`src/logic/memBusPkg.sv`:
```
`default_nettype none

package memBusPkg;

    // Opcode of a burst, carried in the write flag of the header word.
    typedef enum logic {
        opRead  = 1'b0,
        opWrite = 1'b1
    } memOp;

    // Word address width on the external bus.
    localparam int addrBits = 30;

    // Longest burst the device accepts, in words.
    localparam int maxBurst = 128;

    // Header word layout.
    // Bit 31 is the write flag.
    // Bit 30 marks a burst of exactly maxBurst words.
    // Bits 29 to 0 hold the start word address.
    localparam int hdrWriteBit = 31;
    localparam int hdrFullBit = 30;

endpackage

`default_nettype wire

```
`src/logic/burstCfgPkg.sv`:
```
`default_nettype none

package burstCfgPkg;

    // A host request covers 1 to 1023 words.
    localparam int reqLenBits = 10;

    // A single bus burst covers 1 to 128 words.
    localparam int burstLenBits = 8;

    // Queue and buffer depths.
    localparam int cmdDepth = 4;
    localparam int wrDepth = 16;

    // One command queue entry is {op, len, addr}.
    localparam int cmdWidth = 1 + reqLenBits + memBusPkg::addrBits;

endpackage

`default_nettype wire

```
`src/logic/burstMemTop.sv`:
```
`timescale 1ns/1ps
`default_nettype none

module burstMemTop (
    input  logic                                clk,
    input  logic                                rst,
    input  logic                                cmdStrobe,
    input  memBusPkg::memOp                     cmdOp,
    input  logic [burstCfgPkg::reqLenBits-1:0]  cmdLen,
    input  logic [memBusPkg::addrBits-1:0]      cmdAddr,
    output logic                                cmdDropped,
    input  logic                                wrStrobe,
    input  logic [31:0]                         wrData,
    output logic                                rdStrobe,
    output logic [31:0]                         rdData,
    output logic                                busy,
    output logic                                extEn,
    output logic                                extOen,
    output logic [31:0]                         extBusOut,
    input  logic                                extStall,
    input  logic [31:0]                         extBusIn
);
    import memBusPkg::*;
    import burstCfgPkg::*;

    logic cmdValid;
    logic cmdPush;
    logic cmdPop;
    logic cmdFull;
    logic cmdNotEmpty;
    logic [cmdWidth-1:0] cmdHead;
    logic wrPop;
    logic wrNotEmpty;
    logic [31:0] wrHead;
    logic burstStart;
    logic burstBusy;
    logic splitActive;
    memOp burstOp;
    logic [burstLenBits-1:0] burstLen;
    logic [addrBits-1:0] burstAddr;

    // Zero-length requests never enter the queue.
    assign cmdValid = cmdStrobe && (cmdLen != '0);
    assign cmdPush = cmdValid && !cmdFull;

    always_ff @(posedge clk) begin
        if (rst) begin
            cmdDropped <= 1'b0;
        end else begin
            cmdDropped <= cmdValid && cmdFull;
        end
    end

    assign busy = splitActive || burstBusy || cmdNotEmpty;

    wordFifo #(
        .width(cmdWidth),
        .depth(cmdDepth)
    ) cmdQueue (
        .clk      (clk),
        .rst      (rst),
        .push     (cmdPush),
        .pushData ({cmdOp, cmdLen, cmdAddr}),
        .pop      (cmdPop),
        .popData  (cmdHead),
        .notEmpty (cmdNotEmpty),
        .full     (cmdFull)
    );

    // The host keeps this buffer from overflowing.
    wordFifo #(
        .width(32),
        .depth(wrDepth)
    ) wrBuffer (
        .clk      (clk),
        .rst      (rst),
        .push     (wrStrobe),
        .pushData (wrData),
        .pop      (wrPop),
        .popData  (wrHead),
        .notEmpty (wrNotEmpty),
        .full     ()
    );

    burstSplitter splitter (
        .clk        (clk),
        .rst        (rst),
        .reqValid   (cmdNotEmpty),
        .reqHead    (cmdHead),
        .reqPop     (cmdPop),
        .burstBusy  (burstBusy),
        .burstStart (burstStart),
        .burstOp    (burstOp),
        .burstLen   (burstLen),
        .burstAddr  (burstAddr),
        .active     (splitActive)
    );

    extBusMaster master (
        .clk        (clk),
        .rst        (rst),
        .burstStart (burstStart),
        .burstOp    (burstOp),
        .burstLen   (burstLen),
        .burstAddr  (burstAddr),
        .burstBusy  (burstBusy),
        .wrEmpty    (!wrNotEmpty),
        .wrPop      (wrPop),
        .wrData     (wrHead),
        .rdStrobe   (rdStrobe),
        .rdData     (rdData),
        .extEn      (extEn),
        .extOen     (extOen),
        .extBusOut  (extBusOut),
        .extStall   (extStall),
        .extBusIn   (extBusIn)
    );

endmodule

`default_nettype wire

```
`src/logic/burstSplitter.sv`:
```
`timescale 1ns/1ps
`default_nettype none

module burstSplitter (
    input  logic                                  clk,
    input  logic                                  rst,
    input  logic                                  reqValid,
    input  logic [burstCfgPkg::cmdWidth-1:0]      reqHead,
    output logic                                  reqPop,
    input  logic                                  burstBusy,
    output logic                                  burstStart,
    output memBusPkg::memOp                       burstOp,
    output logic [burstCfgPkg::burstLenBits-1:0]  burstLen,
    output logic [memBusPkg::addrBits-1:0]        burstAddr,
    output logic                                  active
);
    import memBusPkg::*;
    import burstCfgPkg::*;

    typedef enum logic [1:0] {
        idle,
        issue,
        waitDone
    } splitState;

    localparam logic [reqLenBits-1:0] maxChunk = reqLenBits'(maxBurst);

    splitState state;
    memOp opReg;
    logic [reqLenBits-1:0] remLen;
    logic [reqLenBits-1:0] chunkLen;
    logic [addrBits-1:0] nextAddr;

    // Next burst is the rest of the request, capped at the bus limit.
    assign chunkLen = (remLen > maxChunk) ? maxChunk : remLen;

    assign burstOp = opReg;
    assign burstLen = chunkLen[burstLenBits-1:0];
    assign burstAddr = nextAddr;

    // Issue only while the master is idle.
    assign burstStart = (state == issue) && !burstBusy;

    // The queue slot is held until the whole request is done,
    // so the queue depth bounds the number of open requests.
    assign reqPop = (state == waitDone) && !burstBusy && (remLen == '0);

    assign active = (state != idle);

    always_ff @(posedge clk) begin
        if (rst) begin
            state <= idle;
        end else begin
            case (state)
                idle: begin
                    if (reqValid) begin
                        state <= issue;
                    end
                end
                issue: begin
                    if (!burstBusy) begin
                        state <= waitDone;
                    end
                end
                waitDone: begin
                    // Master raises burstBusy right after the strobe.
                    if (!burstBusy) begin
                        state <= (remLen == '0) ? idle : issue;
                    end
                end
                default: state <= idle;
            endcase
        end
    end

    // Request registers load from the queue head.
    always_ff @(posedge clk) begin
        if (state == idle && reqValid) begin
            opReg <= memOp'(reqHead[cmdWidth-1]);
            remLen <= reqHead[addrBits +: reqLenBits];
            nextAddr <= reqHead[addrBits-1:0];
        end else if (burstStart) begin
            remLen <= remLen - chunkLen;
            nextAddr <= nextAddr + addrBits'(chunkLen);
        end
    end

endmodule

`default_nettype wire

```
`src/logic/extBusMaster.sv`:
```
`timescale 1ns/1ps
`default_nettype none

module extBusMaster (
    input  logic                                  clk,
    input  logic                                  rst,
    input  logic                                  burstStart,
    input  memBusPkg::memOp                       burstOp,
    input  logic [burstCfgPkg::burstLenBits-1:0]  burstLen,
    input  logic [memBusPkg::addrBits-1:0]        burstAddr,
    output logic                                  burstBusy,
    input  logic                                  wrEmpty,
    output logic                                  wrPop,
    input  logic [31:0]                           wrData,
    output logic                                  rdStrobe,
    output logic [31:0]                           rdData,
    output logic                                  extEn,
    output logic                                  extOen,
    output logic [31:0]                           extBusOut,
    input  logic                                  extStall,
    input  logic [31:0]                           extBusIn
);
    import memBusPkg::*;
    import burstCfgPkg::*;

    // The header state covers the header cycle itself.
    // For a write it also covers one setup cycle before it, with extEn low.
    typedef enum logic [1:0] {
        idle,
        header,
        turnaround,
        data
    } busState;

    localparam logic [burstLenBits-1:0] fullLen = burstLenBits'(maxBurst);

    busState state;
    memOp opReg;
    logic fullReg;
    logic [addrBits-1:0] addrReg;
    logic [burstLenBits-1:0] wordsLeft;
    logic hdrWait;
    logic isWrite;
    logic wordMoved;
    logic lastWord;
    logic loadWord;

    function automatic logic [31:0] makeHeader(
        input memOp                op,
        input logic                full,
        input logic [addrBits-1:0] addr
    );
        logic [31:0] word;
        word = '0;
        word[hdrWriteBit] = (op == opWrite);
        word[hdrFullBit] = full;
        word[addrBits-1:0] = addr;
        return word;
    endfunction

    assign burstBusy = (state != idle);
    assign isWrite = (opReg == opWrite);
    assign lastWord = (wordsLeft == 1);

    // In a write data phase, extOen low means no word is on the bus.
    assign wordMoved = (state == data) && !extStall && (!isWrite || extOen);

    // Fetch the next write word whenever the bus slot is free.
    always_comb begin
        loadWord = 1'b0;
        if (isWrite && !wrEmpty) begin
            if (state == header && !hdrWait) begin
                loadWord = 1'b1;
            end else if (state == data) begin
                loadWord = !extOen || (wordMoved && !lastWord);
            end
        end
    end

    assign wrPop = loadWord;

    always_ff @(posedge clk) begin
        if (rst) begin
            state <= idle;
            extEn <= 1'b0;
            extOen <= 1'b1;
            rdStrobe <= 1'b0;
        end else begin
            rdStrobe <= 1'b0;
            case (state)
                idle: begin
                    if (burstStart) begin
                        state <= header;
                        // Reads put the header out at once.
                        if (burstOp == opRead) begin
                            extEn <= 1'b1;
                            extOen <= 1'b1;
                        end
                    end
                end
                header: begin
                    if (hdrWait) begin
                        extEn <= 1'b1;
                        extOen <= 1'b1;
                    end else if (isWrite) begin
                        state <= data;
                        extOen <= loadWord;
                    end else begin
                        // Hand the bus to the device.
                        state <= turnaround;
                        extOen <= 1'b0;
                    end
                end
                turnaround: begin
                    state <= data;
                end
                data: begin
                    if (isWrite) begin
                        if (loadWord) begin
                            extOen <= 1'b1;
                        end else if (wordMoved && !lastWord) begin
                            extOen <= 1'b0;
                        end
                    end
                    if (wordMoved) begin
                        rdStrobe <= !isWrite;
                        if (lastWord) begin
                            state <= idle;
                            extEn <= 1'b0;
                            extOen <= 1'b1;
                        end
                    end
                end
                default: state <= idle;
            endcase
        end
    end

    // Burst registers and bus data.
    always_ff @(posedge clk) begin
        if (state == idle && burstStart) begin
            opReg <= burstOp;
            fullReg <= (burstLen == fullLen);
            addrReg <= burstAddr;
            wordsLeft <= burstLen;
            hdrWait <= (burstOp == opWrite);
            if (burstOp == opRead) begin
                extBusOut <= makeHeader(burstOp, burstLen == fullLen, burstAddr);
            end
        end else begin
            if (state == header && hdrWait) begin
                hdrWait <= 1'b0;
                extBusOut <= makeHeader(opReg, fullReg, addrReg);
            end
            if (loadWord) begin
                extBusOut <= wrData;
            end
            if (wordMoved) begin
                wordsLeft <= wordsLeft - 1'b1;
            end
        end
    end

    // Read words are registered straight off the bus.
    always_ff @(posedge clk) begin
        if (wordMoved && !isWrite) begin
            rdData <= extBusIn;
        end
    end

endmodule

`default_nettype wire

```
`src/logic/wordFifo.sv`:
```
`timescale 1ns/1ps
`default_nettype none

module wordFifo #(
    parameter int width = 32,
    parameter int depth = 16
) (
    input  logic             clk,
    input  logic             rst,
    input  logic             push,
    input  logic [width-1:0] pushData,
    input  logic             pop,
    output logic [width-1:0] popData,
    output logic             notEmpty,
    output logic             full
);
    localparam int ptrBits = (depth > 1) ? $clog2(depth) : 1;
    localparam logic [ptrBits-1:0] lastSlot = ptrBits'(depth - 1);
    localparam logic [ptrBits:0] fullCount = (ptrBits + 1)'(depth);

    logic [width-1:0] mem [depth];
    logic [ptrBits-1:0] rdPtr;
    logic [ptrBits-1:0] wrPtr;
    logic [ptrBits:0] count;
    logic doPush;
    logic doPop;

    // A push into a full FIFO is dropped, a pop from an empty one does nothing.
    assign doPush = push && !full;
    assign doPop = pop && notEmpty;

    assign full = (count == fullCount);
    assign notEmpty = (count != '0);

    // Head entry is visible without a pop.
    assign popData = mem[rdPtr];

    always_ff @(posedge clk) begin
        if (rst) begin
            rdPtr <= '0;
            wrPtr <= '0;
            count <= '0;
        end else begin
            if (doPush) begin
                wrPtr <= (wrPtr == lastSlot) ? '0 : wrPtr + 1'b1;
            end
            if (doPop) begin
                rdPtr <= (rdPtr == lastSlot) ? '0 : rdPtr + 1'b1;
            end
            case ({doPush, doPop})
                2'b10:   count <= count + 1'b1;
                2'b01:   count <= count - 1'b1;
                default: count <= count;
            endcase
        end
    end

    always_ff @(posedge clk) begin
        if (doPush) begin
            mem[wrPtr] <= pushData;
        end
    end

endmodule

`default_nettype wire
```
`config.mk`:
```
export PLATFORM = sky130hd
export DESIGN_NAME = burstMemTop
export DESIGN_NICKNAME = d
export VERILOG_FILES = /design/src/logic/memBusPkg.sv /design/src/logic/burstCfgPkg.sv /design/src/logic/burstMemTop.sv /design/src/logic/burstSplitter.sv /design/src/logic/extBusMaster.sv /design/src/logic/wordFifo.sv
export SDC_FILE = /design/constraint.sdc
export NUM_CORES = 1
export LEC_CHECK = 0
export BUFFER_PORTS_ARGS = -buffer_cell sky130_fd_sc_hd__buf_2
export CELL_PAD_IN_SITES_DETAIL_PLACEMENT = 1
export CELL_PAD_IN_SITES_GLOBAL_PLACEMENT = 1
export CORE_MARGIN = 2
export CORE_UTILIZATION = 35
export DETAILED_ROUTE_END_ITERATION = 12
export PLACE_DENSITY_LB_ADDON = 0.05
export SETUP_SLACK_MARGIN = 0.02
export SYNTH_ARGS = -nofsm -noshare
export SYNTH_HDL_FRONTEND = slang
export SYNTH_SLANG_ARGS = --single-unit
```
`constraint.sdc`:
```
create_clock -name clk -period 5.05 [get_ports clk]
set_input_delay 0.7575 -clock clk [delete_from_list [all_inputs] [get_ports clk]]
set_output_delay 0.7575 -clock clk [all_outputs]
set_load 0.02 [all_outputs]
```
==> Word-level counts from Yosys, hierarchy flattened <==
Memory sizes are Yosys's and may differ from the RTL's. A register that Yosys moved wholly into a read port is not among the register bits.
Cells that the tools add are included.
{ "totals": {"latchBits": 0, "mem_bits_ro": 0, "ff_bits": 174, "in_bits": 110, "output_inout_bits": 69, "ram_bits": 676, "n_memories": 2} }
{ "classes": {"eq_ne": 27, "mul": 0, "addsub": 11, "n_mux": 55, "n_lt_le_gt_ge": 1, "div": 0, "n_reduce_logical": 52, "n_bitwise": 2, "shift": 0} }
{ "mem_list": {"columns": ["name", "depth", "width", "read_ports", "rd_clocked_by_memory_dff", "wr", "line", "rtl"], "rows": [
  ["wrBuffer.mem", 16, 32, 1, 1, 1, "wordFifo.sv:21", "logic [width-1:0] mem [depth];"],
  ["cmdQueue.mem", 4, 41, 1, 1, 1, "wordFifo.sv:21", null]
]} }
{ "ops": {"columns": ["operator", "n"], "rows": [
  ["$mux W32", 4],
  ["$mux W30", 2],
  ["$add A30 B10 Y30", 1],
  ["$mux W10", 3],
  ["$mux W1", 23],
  ["$mux W2", 11],
  ["$logic_and A1 B1 Y1", 19],
  ["$mux W4", 4],
  ["$mux W8", 2],
  ["$eq A2 B2 Y1 const B", 7],
  ["$reduce_bool A2 Y1", 7],
  ["$ne A2 B2 Y1 const B", 6],
  ["$gt A10 B8 Y1 const B", 1],
  ["$logic_not A10 Y1", 1],
  ["$pmux W5 S2", 1],
  ["$reduce_bool A10 Y1", 1],
  ["$sub A10 B10 Y10", 1],
  ["$reduce_bool A3 Y1", 3],
  ["$add A4 B1 Y4 const B", 2],
  ["$eq A2 B1 Y1 const B", 4],
  ["$eq A4 B4 Y1 const B", 2],
  ["$eq A8 B1 Y1 const B", 1],
  ["$eq A8 B8 Y1 const B", 1],
  ["$logic_not A1 Y1", 8],
  ["other kinds (22)", 33]
]} }

==> Longest topological paths before layout <==
Gate-level depths: netlist of the first run.
{ "depth": {"word_depth": 13, "depth_mapped": 15, "ltp_nobuf": 13} }

==> By module <==
A second synthesis of the first run with hierarchy kept.
{ "unflattened": {"hier_cells": 1837, "area_unflattened_um2": 33948.8} }
{ "by_module_without_submodules": {"columns": ["module", "area_each_um2", "cells_per_inst", "seq_area_each_um2", "instances"], "rows": [
  ["wordFifo at wrBuffer", 20155.6, 913, 15715.1, 1],
  ["wordFifo at cmdQueue", 6408.6, 269, 5104.9, 1],
  ["extBusMaster", 4478.0, 345, 3253.1, 1],
  ["burstSplitter", 2821.5, 300, 1271.2, 1],
  ["burstMemTop", 85.1, 10, 20.0, 1]
]} }

==> Worst setup path before layout of the first run <==
Ideal clock, no wire load.
{ "synth_path": {"path_kind": "input to register", "start": "input wrStrobe", "end": "memory wrBuffer.mem[6][0] (netlist: wrBuffer.mem[3][0]) (enable)", "cell_stages": 3, "setup_time_ns": 0.461, "setup_slack_ns": 0.947, "required_time_ns": 4.589, "t_arrival_ns": 3.642, "cell_sequence": "a21boi_1 nand2_1 nor3_1"} }
{ "synth_via": {"elab_chain_cells": 3} }
{ "synth_lines": {"columns": ["item", "line", "rtl"], "rows": [
  ["from (decl)", "burstMemTop.sv:12", "input logic wrStrobe,"],
  ["$logic_and A1 B1 Y1", "wordFifo.sv:29", "assign doPush = push && !full;"],
  ["$mux W1", "wordFifo.sv:59", "if (doPush) begin"],
  ["$mux W1 (not written as such)", "wordFifo.sv:60", "mem[wrPtr] <= pushData;"],
  ["to (decl)", "wordFifo.sv:21", null]
]} }
No other way between the ends.

==> Final worst setup path of the first run <==
{ "layout_path": {"start": "register splitter.remLen[4]", "end": "register splitter.nextAddr[26] (netlist: splitter.burstAddr[26]) (data pin)"} }
{ "layout_via": {"elab_chain_cells": 5} }
{ "layout_lines": {"columns": ["item", "line", "rtl"], "rows": [
  ["from (decl)", "burstSplitter.sv:30", "logic [reqLenBits-1:0] remLen;"],
  ["from (signal assigned)", "burstSplitter.sv:80", "remLen <= reqHead[addrBits +: reqLenBits];"],
  ["from (signal assigned)", "burstSplitter.sv:83", "remLen <= remLen - chunkLen;"],
  ["$gt A10 B8 Y1", "burstSplitter.sv:35", "assign chunkLen = (remLen > maxChunk) ? maxChunk : remLen;"],
  ["$mux W10 *", "burstSplitter.sv:35", null],
  ["$add A30 B10 Y30 *", "burstSplitter.sv:84", "nextAddr <= nextAddr + addrBits'(chunkLen);"],
  ["$mux W30 *", "burstSplitter.sv:82", "end else if (burstStart) begin"],
  ["$mux W30 *", "burstSplitter.sv:78", "if (state == idle && reqValid) begin"],
  ["to (signal assigned)", "burstSplitter.sv:81", "nextAddr <= reqHead[addrBits-1:0];"],
  ["to (signal assigned)", "burstSplitter.sv:84", null],
  ["to (decl)", "burstSplitter.sv:32", "logic [addrBits-1:0] nextAddr;"]
]} }
Every way passes the cells marked *; elsewhere a longest branch is shown, timed or not. The select of a mux whose other input is x is not followed.
A chain may end at the register's enable or synchronous reset.

==> key figures, run 1 <==
Outcome
  – Status: completed

Timing
  – Setup-failing EPs final: 0
  – Max Slew Vio Count: 0
  – Setup Skew: slightly above 30 ps
  – Minimum clock period: 4250 ps
  – Fin Setup TNS: 0 ps
  – Rel. slew slack: between 20% and 30%
  – Fin crit share: 84.2%
  – Worst Tran Pin Value: approximately 1100 ps
  – Max Clock Freq: 0.235 GHz
  – RSZ-0062 raised after global routing: no
  – Fin. Hold Viols: 0

Synthesis
  – Synth Cell Area: ~34000 um2
  – FF+latch count, synth: 856
  – Post-synth cell types: 62
  – Largest family of logic cells by synthesized area: multiplexers
  – Compound-gate portion of the synthesized area: 2.92%
  – Fraction of registers with async set/reset: 0%
  – Most used DFF post-synth: edfxtp_1
  – Syn. warnings: 0
  – XOR/XNOR Fraction of Synth Area: under 10%
  – Mean Syn Cell Area: 19.9 um2
  – Post-Synthesis Cells: approximately 1700
  – Most common cell in the synthesized netlist: edfxtp_1
  – Mux contribution to synthesized area: 14.6%
  – Leading area contributor after synthesis: edfxtp_1
  – Synth top cells by count: edfxtp_1, mux4_2, nand2_1
  – Share of the synthesized area in the top cell type: 73.4%
  – EDFF count, synth: 822
  – Sequential fraction of the synthesis area: approximately three quarters
  – Top cells by area, synth: edfxtp_1, mux4_2, dfxtp_1, ha_1, nand2_1
  – Post-Synth Adder-Cell Area: 1.37%
  – Post-Synth Simple-Gate Area: 3.40%

Place
  – Final HPWL from detailed placement: between 50000 and 60000 um
  – I/O Buffers: 178
  – Gpl congestion: 0.748
  – Post-placement cell area: between 30000 and 40000 um2

Die
  – Full die area: 98600 um2
  – Initial Utilization: 35.4%
  – Core box area: 95200 um2
  – Die W: 314 um
  – Die Ht: 314 um
  – IO Count: 179
  – Core Rows: ~110

Final layout
  – Share of layout cells above drive strength 1: 29.3%
  – Number of fill cells: 9090
  – Footprint of the multi-input gates: approximately 8000 um2
  – Nets: 2081
  – Area Overhead vs Synth: 17.2%
  – Post-layout instance area: approximately 39000 um2
  – Core Util, Final: 41.4%
  – Sequential cell area: 25400 um2

Power and ir drop
  – PD cells: 462 nW/um2
  – Clock share of power: a little over a third
  – Leakage: 12.5 nW
  – Internal power: 13.4 mW
  – Maximum VDD drop: 0.283 mV
  – Sw Ratio: 26.5%
  – Design Power: 18.2 mW
  – Comb power frac: 13.6%
  – Net switching power: 4.83 mW
  – Sequential share of power: 49.8%

Route
  – First-pass DRT Iterations: 5
  – DR vias: 16800
  – DRT iter0 DRCs: 1153
  – ANT nets after route: 0
  – Number of remaining DRC errors: 0
  – Vias per cell: between 5 and 6
  – WL final: around 84000 um
  – Routed WL per cell: around 26 um

Clocking
  – Post-CTS Setup Inserts: 0
  – # clock sinks: between 800 and 900
  – CTS Buf Count: 94
  – TritonCTS clock tree: built
  – Skew-Pair Late Insertion Delay: 680 ps
  – Clock buffer depth: 3
  – # hold bufs at CTS: 0
  – CTS root buffer: clkbuf_16
  – Max H-tree Level: 3
  – Post-cts repair resize count: 0
  – Clk pin slew, worst setup/hold paths: 60 ps

Worst setup path
  – R2R Path Start: splitter.remLen[4]
  – Kind of end point of the critical path: flip-flop
  – Worst R2R Path Depth: 12
  – Critical Path RT: 5410 ps
  – Reg-to-reg slack, setup: 800 ps
  – CP max FO: 10
  – CP arrival: 4610 ps
  – Worst Path Class, Setup: flip-flop to flip-flop
  – Critical path launch point type: flip-flop
  – Worst R2R End: splitter.burstAddr[26]

Worst hold path
  – Hold path depth: 1
  – Hold Path Origin: extBusIn[8]
  – Hold WC Path Type: input port to flip-flop
  – Sink of the worst hold path: master.rdData[8]

Job
  – Max-Cap Viols: 0

Global route
  – GRT Residual Overflow: 0
  – Antenna violations before repair: 8
  – GRT Total Usage: between 15 and 20%
  – Largest net degree at the start of global routing: 66
  – Global-route wire length before repair: 124000 um
  – Vias in the first global route: around 18000
worst max-delay path, cell delays in order, from the launching register on:
cell	delay (ps)
edfxtp_1	430
or3_1	420
or3_4	390
a21boi_1	500
and2_1	280
fa_1	270
a211oi_1	120
o21ai_0	430
o2111ai_1	160
buf_4	200
a2111oi_1	480
xnor2_1	170
o21ai_0	90
flip-flops by register name (all words and copies together) (netlist names), 2 cells and up, named ones only:
signal	count
master.rdData	32
master.extBusOut	32
cmdQueue.count	3
wrBuffer.mem	512
cmdQueue.rdPtr	2
wrBuffer.count	5
master.state	2
master.wordsLeft	8
wrBuffer.rdPtr	4
wrBuffer.wrPtr	4
splitter.state	2
master.addrReg	30
splitter.burstAddr	30
cmdQueue.wrPtr	2
cmdQueue.mem	164
splitter.remLen	10
layout by cell type, fill, tap and decap left out, types with 32 or more instances in the layout:
cell type / n
edfxtp_1: 822
mux4_2: 201
buf_2: 179
nand2_1: 104
clkbuf_16: 94
o21ai_0: 74
nor2_1: 47
mux2i_1: 38
a21oi_1: 37
buf_4: 33
ha_1: 32
cell families after synthesis:
logic type	after synthesis
adders and majority gates	35
muxes	239
other	2
AOI/OAI and AO/OA	165
DFF	856
xor gates and xnor gates	41
and+or+nand+nor	249
buffers and inverters	106
per-stage QoR:
step,setup WS (ps),cells,hold WS [ps]
3_5_place_dp,827,3104,486
3_3_place_gp,1030,3104,467
4_1_cts,780,3275,216
5_1_grt,450,3277,225
6_report,799,3277,273
2_1_floorplan,947,1694,441
worst max-delay path by stage:
stage                     slack [ps]                     end               start
after CTS                        780  splitter.burstAddr[26]  splitter.remLen[4]
after global routing             450  splitter.burstAddr[26]  splitter.remLen[5]
final                            800  splitter.burstAddr[26]  splitter.remLen[4]
after detailed placement         830  splitter.burstAddr[26]  splitter.remLen[4]
after global placement          1030  splitter.burstAddr[26]  splitter.remLen[4]
after floorplan                  950      wrBuffer.mem[3][0]            wrStrobe
final cells by class:
type	instances	area share (%)
Timing Repair Buffer	224	3.51
Clock buffer	115	6.17
Sequential cell	856	64.4
Multi-Input combinational cell	732	20.3
Clock inverter	56	1.41
Antenna cell	1	0.00635
Tap cell	1265	4.01
Inverter	28	0.270
power groups by stage:
stage               Sequential, mW  Combinational, mW  Clock [mW]
global route                  9.16               2.80        7.13
global placement              9.23               2.49           0
floorplan                     9.20               1.52           0
detailed placement            9.23               2.52           0
finish                        9.07               2.48        6.68
CTS                           9.10               2.54        6.90
per-layer routing:
metal  wire (um)  GRT usage, %
met5          58             0
met4        1600          4.19
met3        3450          3.38
met2       41000          28.0
met1       38000          23.9
No activity file was read; power rests on OpenSTA's default activity.
==> run 2: changes to the inputs <==
Settings changed: ABC_AREA set to 1.
Clock period 5.05 ns to 3.5 ns, I/O delays scaled along.
==> run 2 against run 1 <==
Net effect: via count is 36% higher; routed wire length is 23% higher; register-to-register slack got worse by 370 ps; area after synthesis rose by 4.0%; die area grew 4.0%; maximum frequency grew 38%; first-iteration DRC count up 25%; largest cell class unchanged; largest power group unchanged.
==> key figures, run 2 <==
Outcome
  – Status: completed

Clocking
  – Skew-Pair Late Insertion Delay: about 670 ps
  – Clk pin slew, worst setup/hold paths: 60 ps
  – Post-CTS Setup Inserts: 0
  – # clock sinks: 856
  – CTS root buffer: clkbuf_16
  – TritonCTS clock tree: built
  – Clock buffer depth: 3
  – Max H-tree Level: 3
  – CTS Buf Count: a little under 100

Final layout
  – Number of fill cells: 10400
  – Sequential cell area: between 20000 and 30000 um2
  – Most common cell after layout, fill and taps aside: edfxtp_1
  – Number of flip-flops in the largest register: ~510
  – Share of layout cells above drive strength 1: around 13%
  – Area Overhead vs Synth: 16.8%
  – Most frequent cells in the layout: edfxtp_1, nor2_1, o21ai_0
  – Nets: 3187
  – Biggest register: wrBuffer.mem
  – Footprint of the multi-input gates: about 8600 um2
  – Largest regs: wrBuffer.mem: 512 flops, cmdQueue.mem: 164 flops

Power and ir drop
  – Sequential share of power: 48.0%
  – PD cells: 670 nW/um2
  – Comb power frac: between 15 and 20%
  – Maximum VDD drop: 0.390 mV
  – Internal power: 19.2 mW
  – Net switching power: roughly 8.2 mW
  – Clock share of power: 34.0%
  – Leakage: around 14 nW
  – Sw Ratio: 29.9%

Timing
  – Max Slew Vio Count: 0
  – Setup-failing EPs final: 0
  – Fin. Hold Viols: 0
  – Hold WS: ~45 ps
  – Setup Skew: 18.7 ps
  – RSZ-0062 raised after global routing: no
  – Worst Tran Pin Value: 1070 ps
  – Fin Setup TNS: 0 ps
  – Fin crit share: 87.8%
  – Rel. slew slack: around 29%
  – Minimum clock period: 3070 ps
  – Final worst slack: about 430 ps
  – Max Clock Freq: 0.325 GHz

Global route
  – Largest net degree at the start of global routing: 128
  – GRT Residual Overflow: 0
  – Global-route wire length before repair: 156000 um
  – Antenna violations before repair: 13
  – Vias in the first global route: roughly 25000
  – GRT Total Usage: between 20% and 30%

Synthesis
  – Post-Synthesis Cells: 2832
  – Post-synth cell types: 46
  – Most used DFF post-synth: edfxtp_1
  – EDFF count, synth: 822
  – Top cells by area, synth: edfxtp_1, nor2_1, o21ai_0, nand2_1, nand3_1
  – Syn. warnings: 0
  – Fraction of registers with async set/reset: 0%
  – Most common cell in the synthesized netlist: edfxtp_1
  – Sequential fraction of the synthesis area: 72.5%
  – Leading area contributor after synthesis: edfxtp_1
  – Synth top cells by count: edfxtp_1, nor2_1, o21ai_0
  – FF+latch count, synth: roughly 860
  – Share of the synthesized area in the top cell type: 70.5%
  – Mean Syn Cell Area: around 12 um2
  – Synth Cell Area: 35000 um2

Die
  – Initial Utilization: between 30% and 40%
  – Die Ht: 320 um
  – Core box area: 98700 um2
  – Die W: about 320 um
  – Core Rows: 115
  – IO Count: approximately 180
  – Full die area: 103000 um2

Place
  – I/O Buffers: 178
  – Setup slack at placement: ~350 ps
  – Gpl congestion: roughly 0.80
  – Final HPWL from detailed placement: slightly above 60000 um

Route
  – WL final: 104000 um
  – Routed WL per cell: between 20 and 25 um
  – DR vias: between 20000 and 25000
  – DRT iter0 DRCs: 1438
  – First-pass DRT Iterations: 5
  – ANT nets after route: 0
  – Vias per cell: between 5 and 6
  – Number of remaining DRC errors: 0

Worst setup path
  – CP cell instances: inv_1 > nand2_1 > nor2_1 > o21bai_1 > nor2_1 > ha_1 > fa_1 > nand3_1 > nand2_1 > nand2_1 > nand2_1 > nand2_1 > nand2_2 > nand3_1 > nand2_1 > nand2_1 > nand2_1
  – Critical Path RT: roughly 4000 ps
  – CP max FO: 7
  – Critical path launch point type: flip-flop
  – Crit path top cell by count: nand2_1
  – Reg-to-reg slack, setup: 430 ps
  – Worst Path Buf+Inv: 1
  – Kind of end point of the critical path: flip-flop
  – Critical Path Max Stage Delay: ~440 ps
  – Slowest cell on crit path: fa_1
  – Worst Path Class, Setup: flip-flop to flip-flop
  – CP top delay family: simple AND/OR/NAND/NOR gates
  – CP arrival: approximately 3500 ps

Job
  – Max-Cap Viols: 0

Worst hold path
  – Hold WC Path Type: input port to flip-flop
==> run 2: cell type report <==
| class | instances | share of cell area (%) |
|---|---|---|
| multi-input combinational | 1691 | 20.9 |
| sequential | 856 | 62.1 |
| clock buffer | 124 | 6.32 |
| antenna | 4 | 0.0245 |
| clock inverter | 48 | 0.683 |
| inverter | 130 | 1.21 |
| timing repair buffer | 266 | 4.78 |
| tap | 1287 | 3.94 |
==> run 2: metrics by stage <==
step           power [mW]  utilization (%)  instance area, um2  instances
5_1_grt              28.8             41.4               40900       4405
3_5_place_dp         18.4             38.2               37700       4204
6_report             27.4             41.4               40900       4406
2_1_floorplan        16.3                -               35000       2833
4_1_cts              27.8             41.4               40800       4402
3_3_place_gp         18.3             38.2               37700       4204
==> run 2: repair_timing <==
item | CTS | global route
setup endpoints to repair | 0 | 3
hold endpoints to repair | 26 | 0
hold buffers | 26 | 0
resized for setup | 0 | 2
==> run 2: power by group through the flow <==
stage	clock, mW	sequential [mW]	combinational [mW]
floorplan	0	13.3	2.96
global placement	0	13.3	4.92
detailed placement	0	13.4	4.99
CTS	9.59	13.2	5.04
global route	9.98	13.2	5.60
finish	9.32	13.1	4.92
==> run 2: worst register-to-register path, delay by kind of cell (launching register included) <==
| family | cells | cell delay, ps |
|---|---|---|
| buffers and inverters | 1 | 90 |
| AO/OA/AOI/OAI | 1 | 370 |
| AND/OR/NAND/NOR | 13 | 1250 |
| adder cells (fa/ha/maj) | 2 | 690 |
| flip-flops | 1 | 410 |
==> run 2: worst paths after layout <==
kind                                    startpoint                      to  cells past startpoint
worst max-delay path            splitter.remLen[6]  splitter.burstAddr[26]                     17
worst min-delay path                  extBusIn[17]       master.rdData[17]                      1
worst max register to register  splitter.remLen[6]  splitter.burstAddr[26]                     17
worst min register to register        master.extEn            master.extEn                      2
==> run 2: kinds of logic (layout without fill, tap and decap cells) <==
group / Yosys count / after routing / synth area share (%)
AOI/OAI and AO/OA: 624 / 624 / 10.3
xor gates and xnor gates: 24 / 24 / 0.601
adders and majority gates: 35 / 35 / 1.32
buffers and inverters: 286 / 568 / 3.63
DFF: 856 / 856 / 72.5
other: 2 / 7 / 0.0215
and+or+nand+nor: 1005 / 1005 / 11.6
==> run 2: layer usage <==
layer / GRT usage, % / part of all wire (%) / routed length (um) / up-vias
met1: 26.0 / 44 / 45400 / 11700
met4: 5.34 / 2.3 / 2340 / 8
met5: 0 / 0.042 / 44 / -
li1: - / - / - / 10700
met3: 4.09 / 4.1 / 4260 / 156
met2: 35.1 / 50 / 51700 / 365
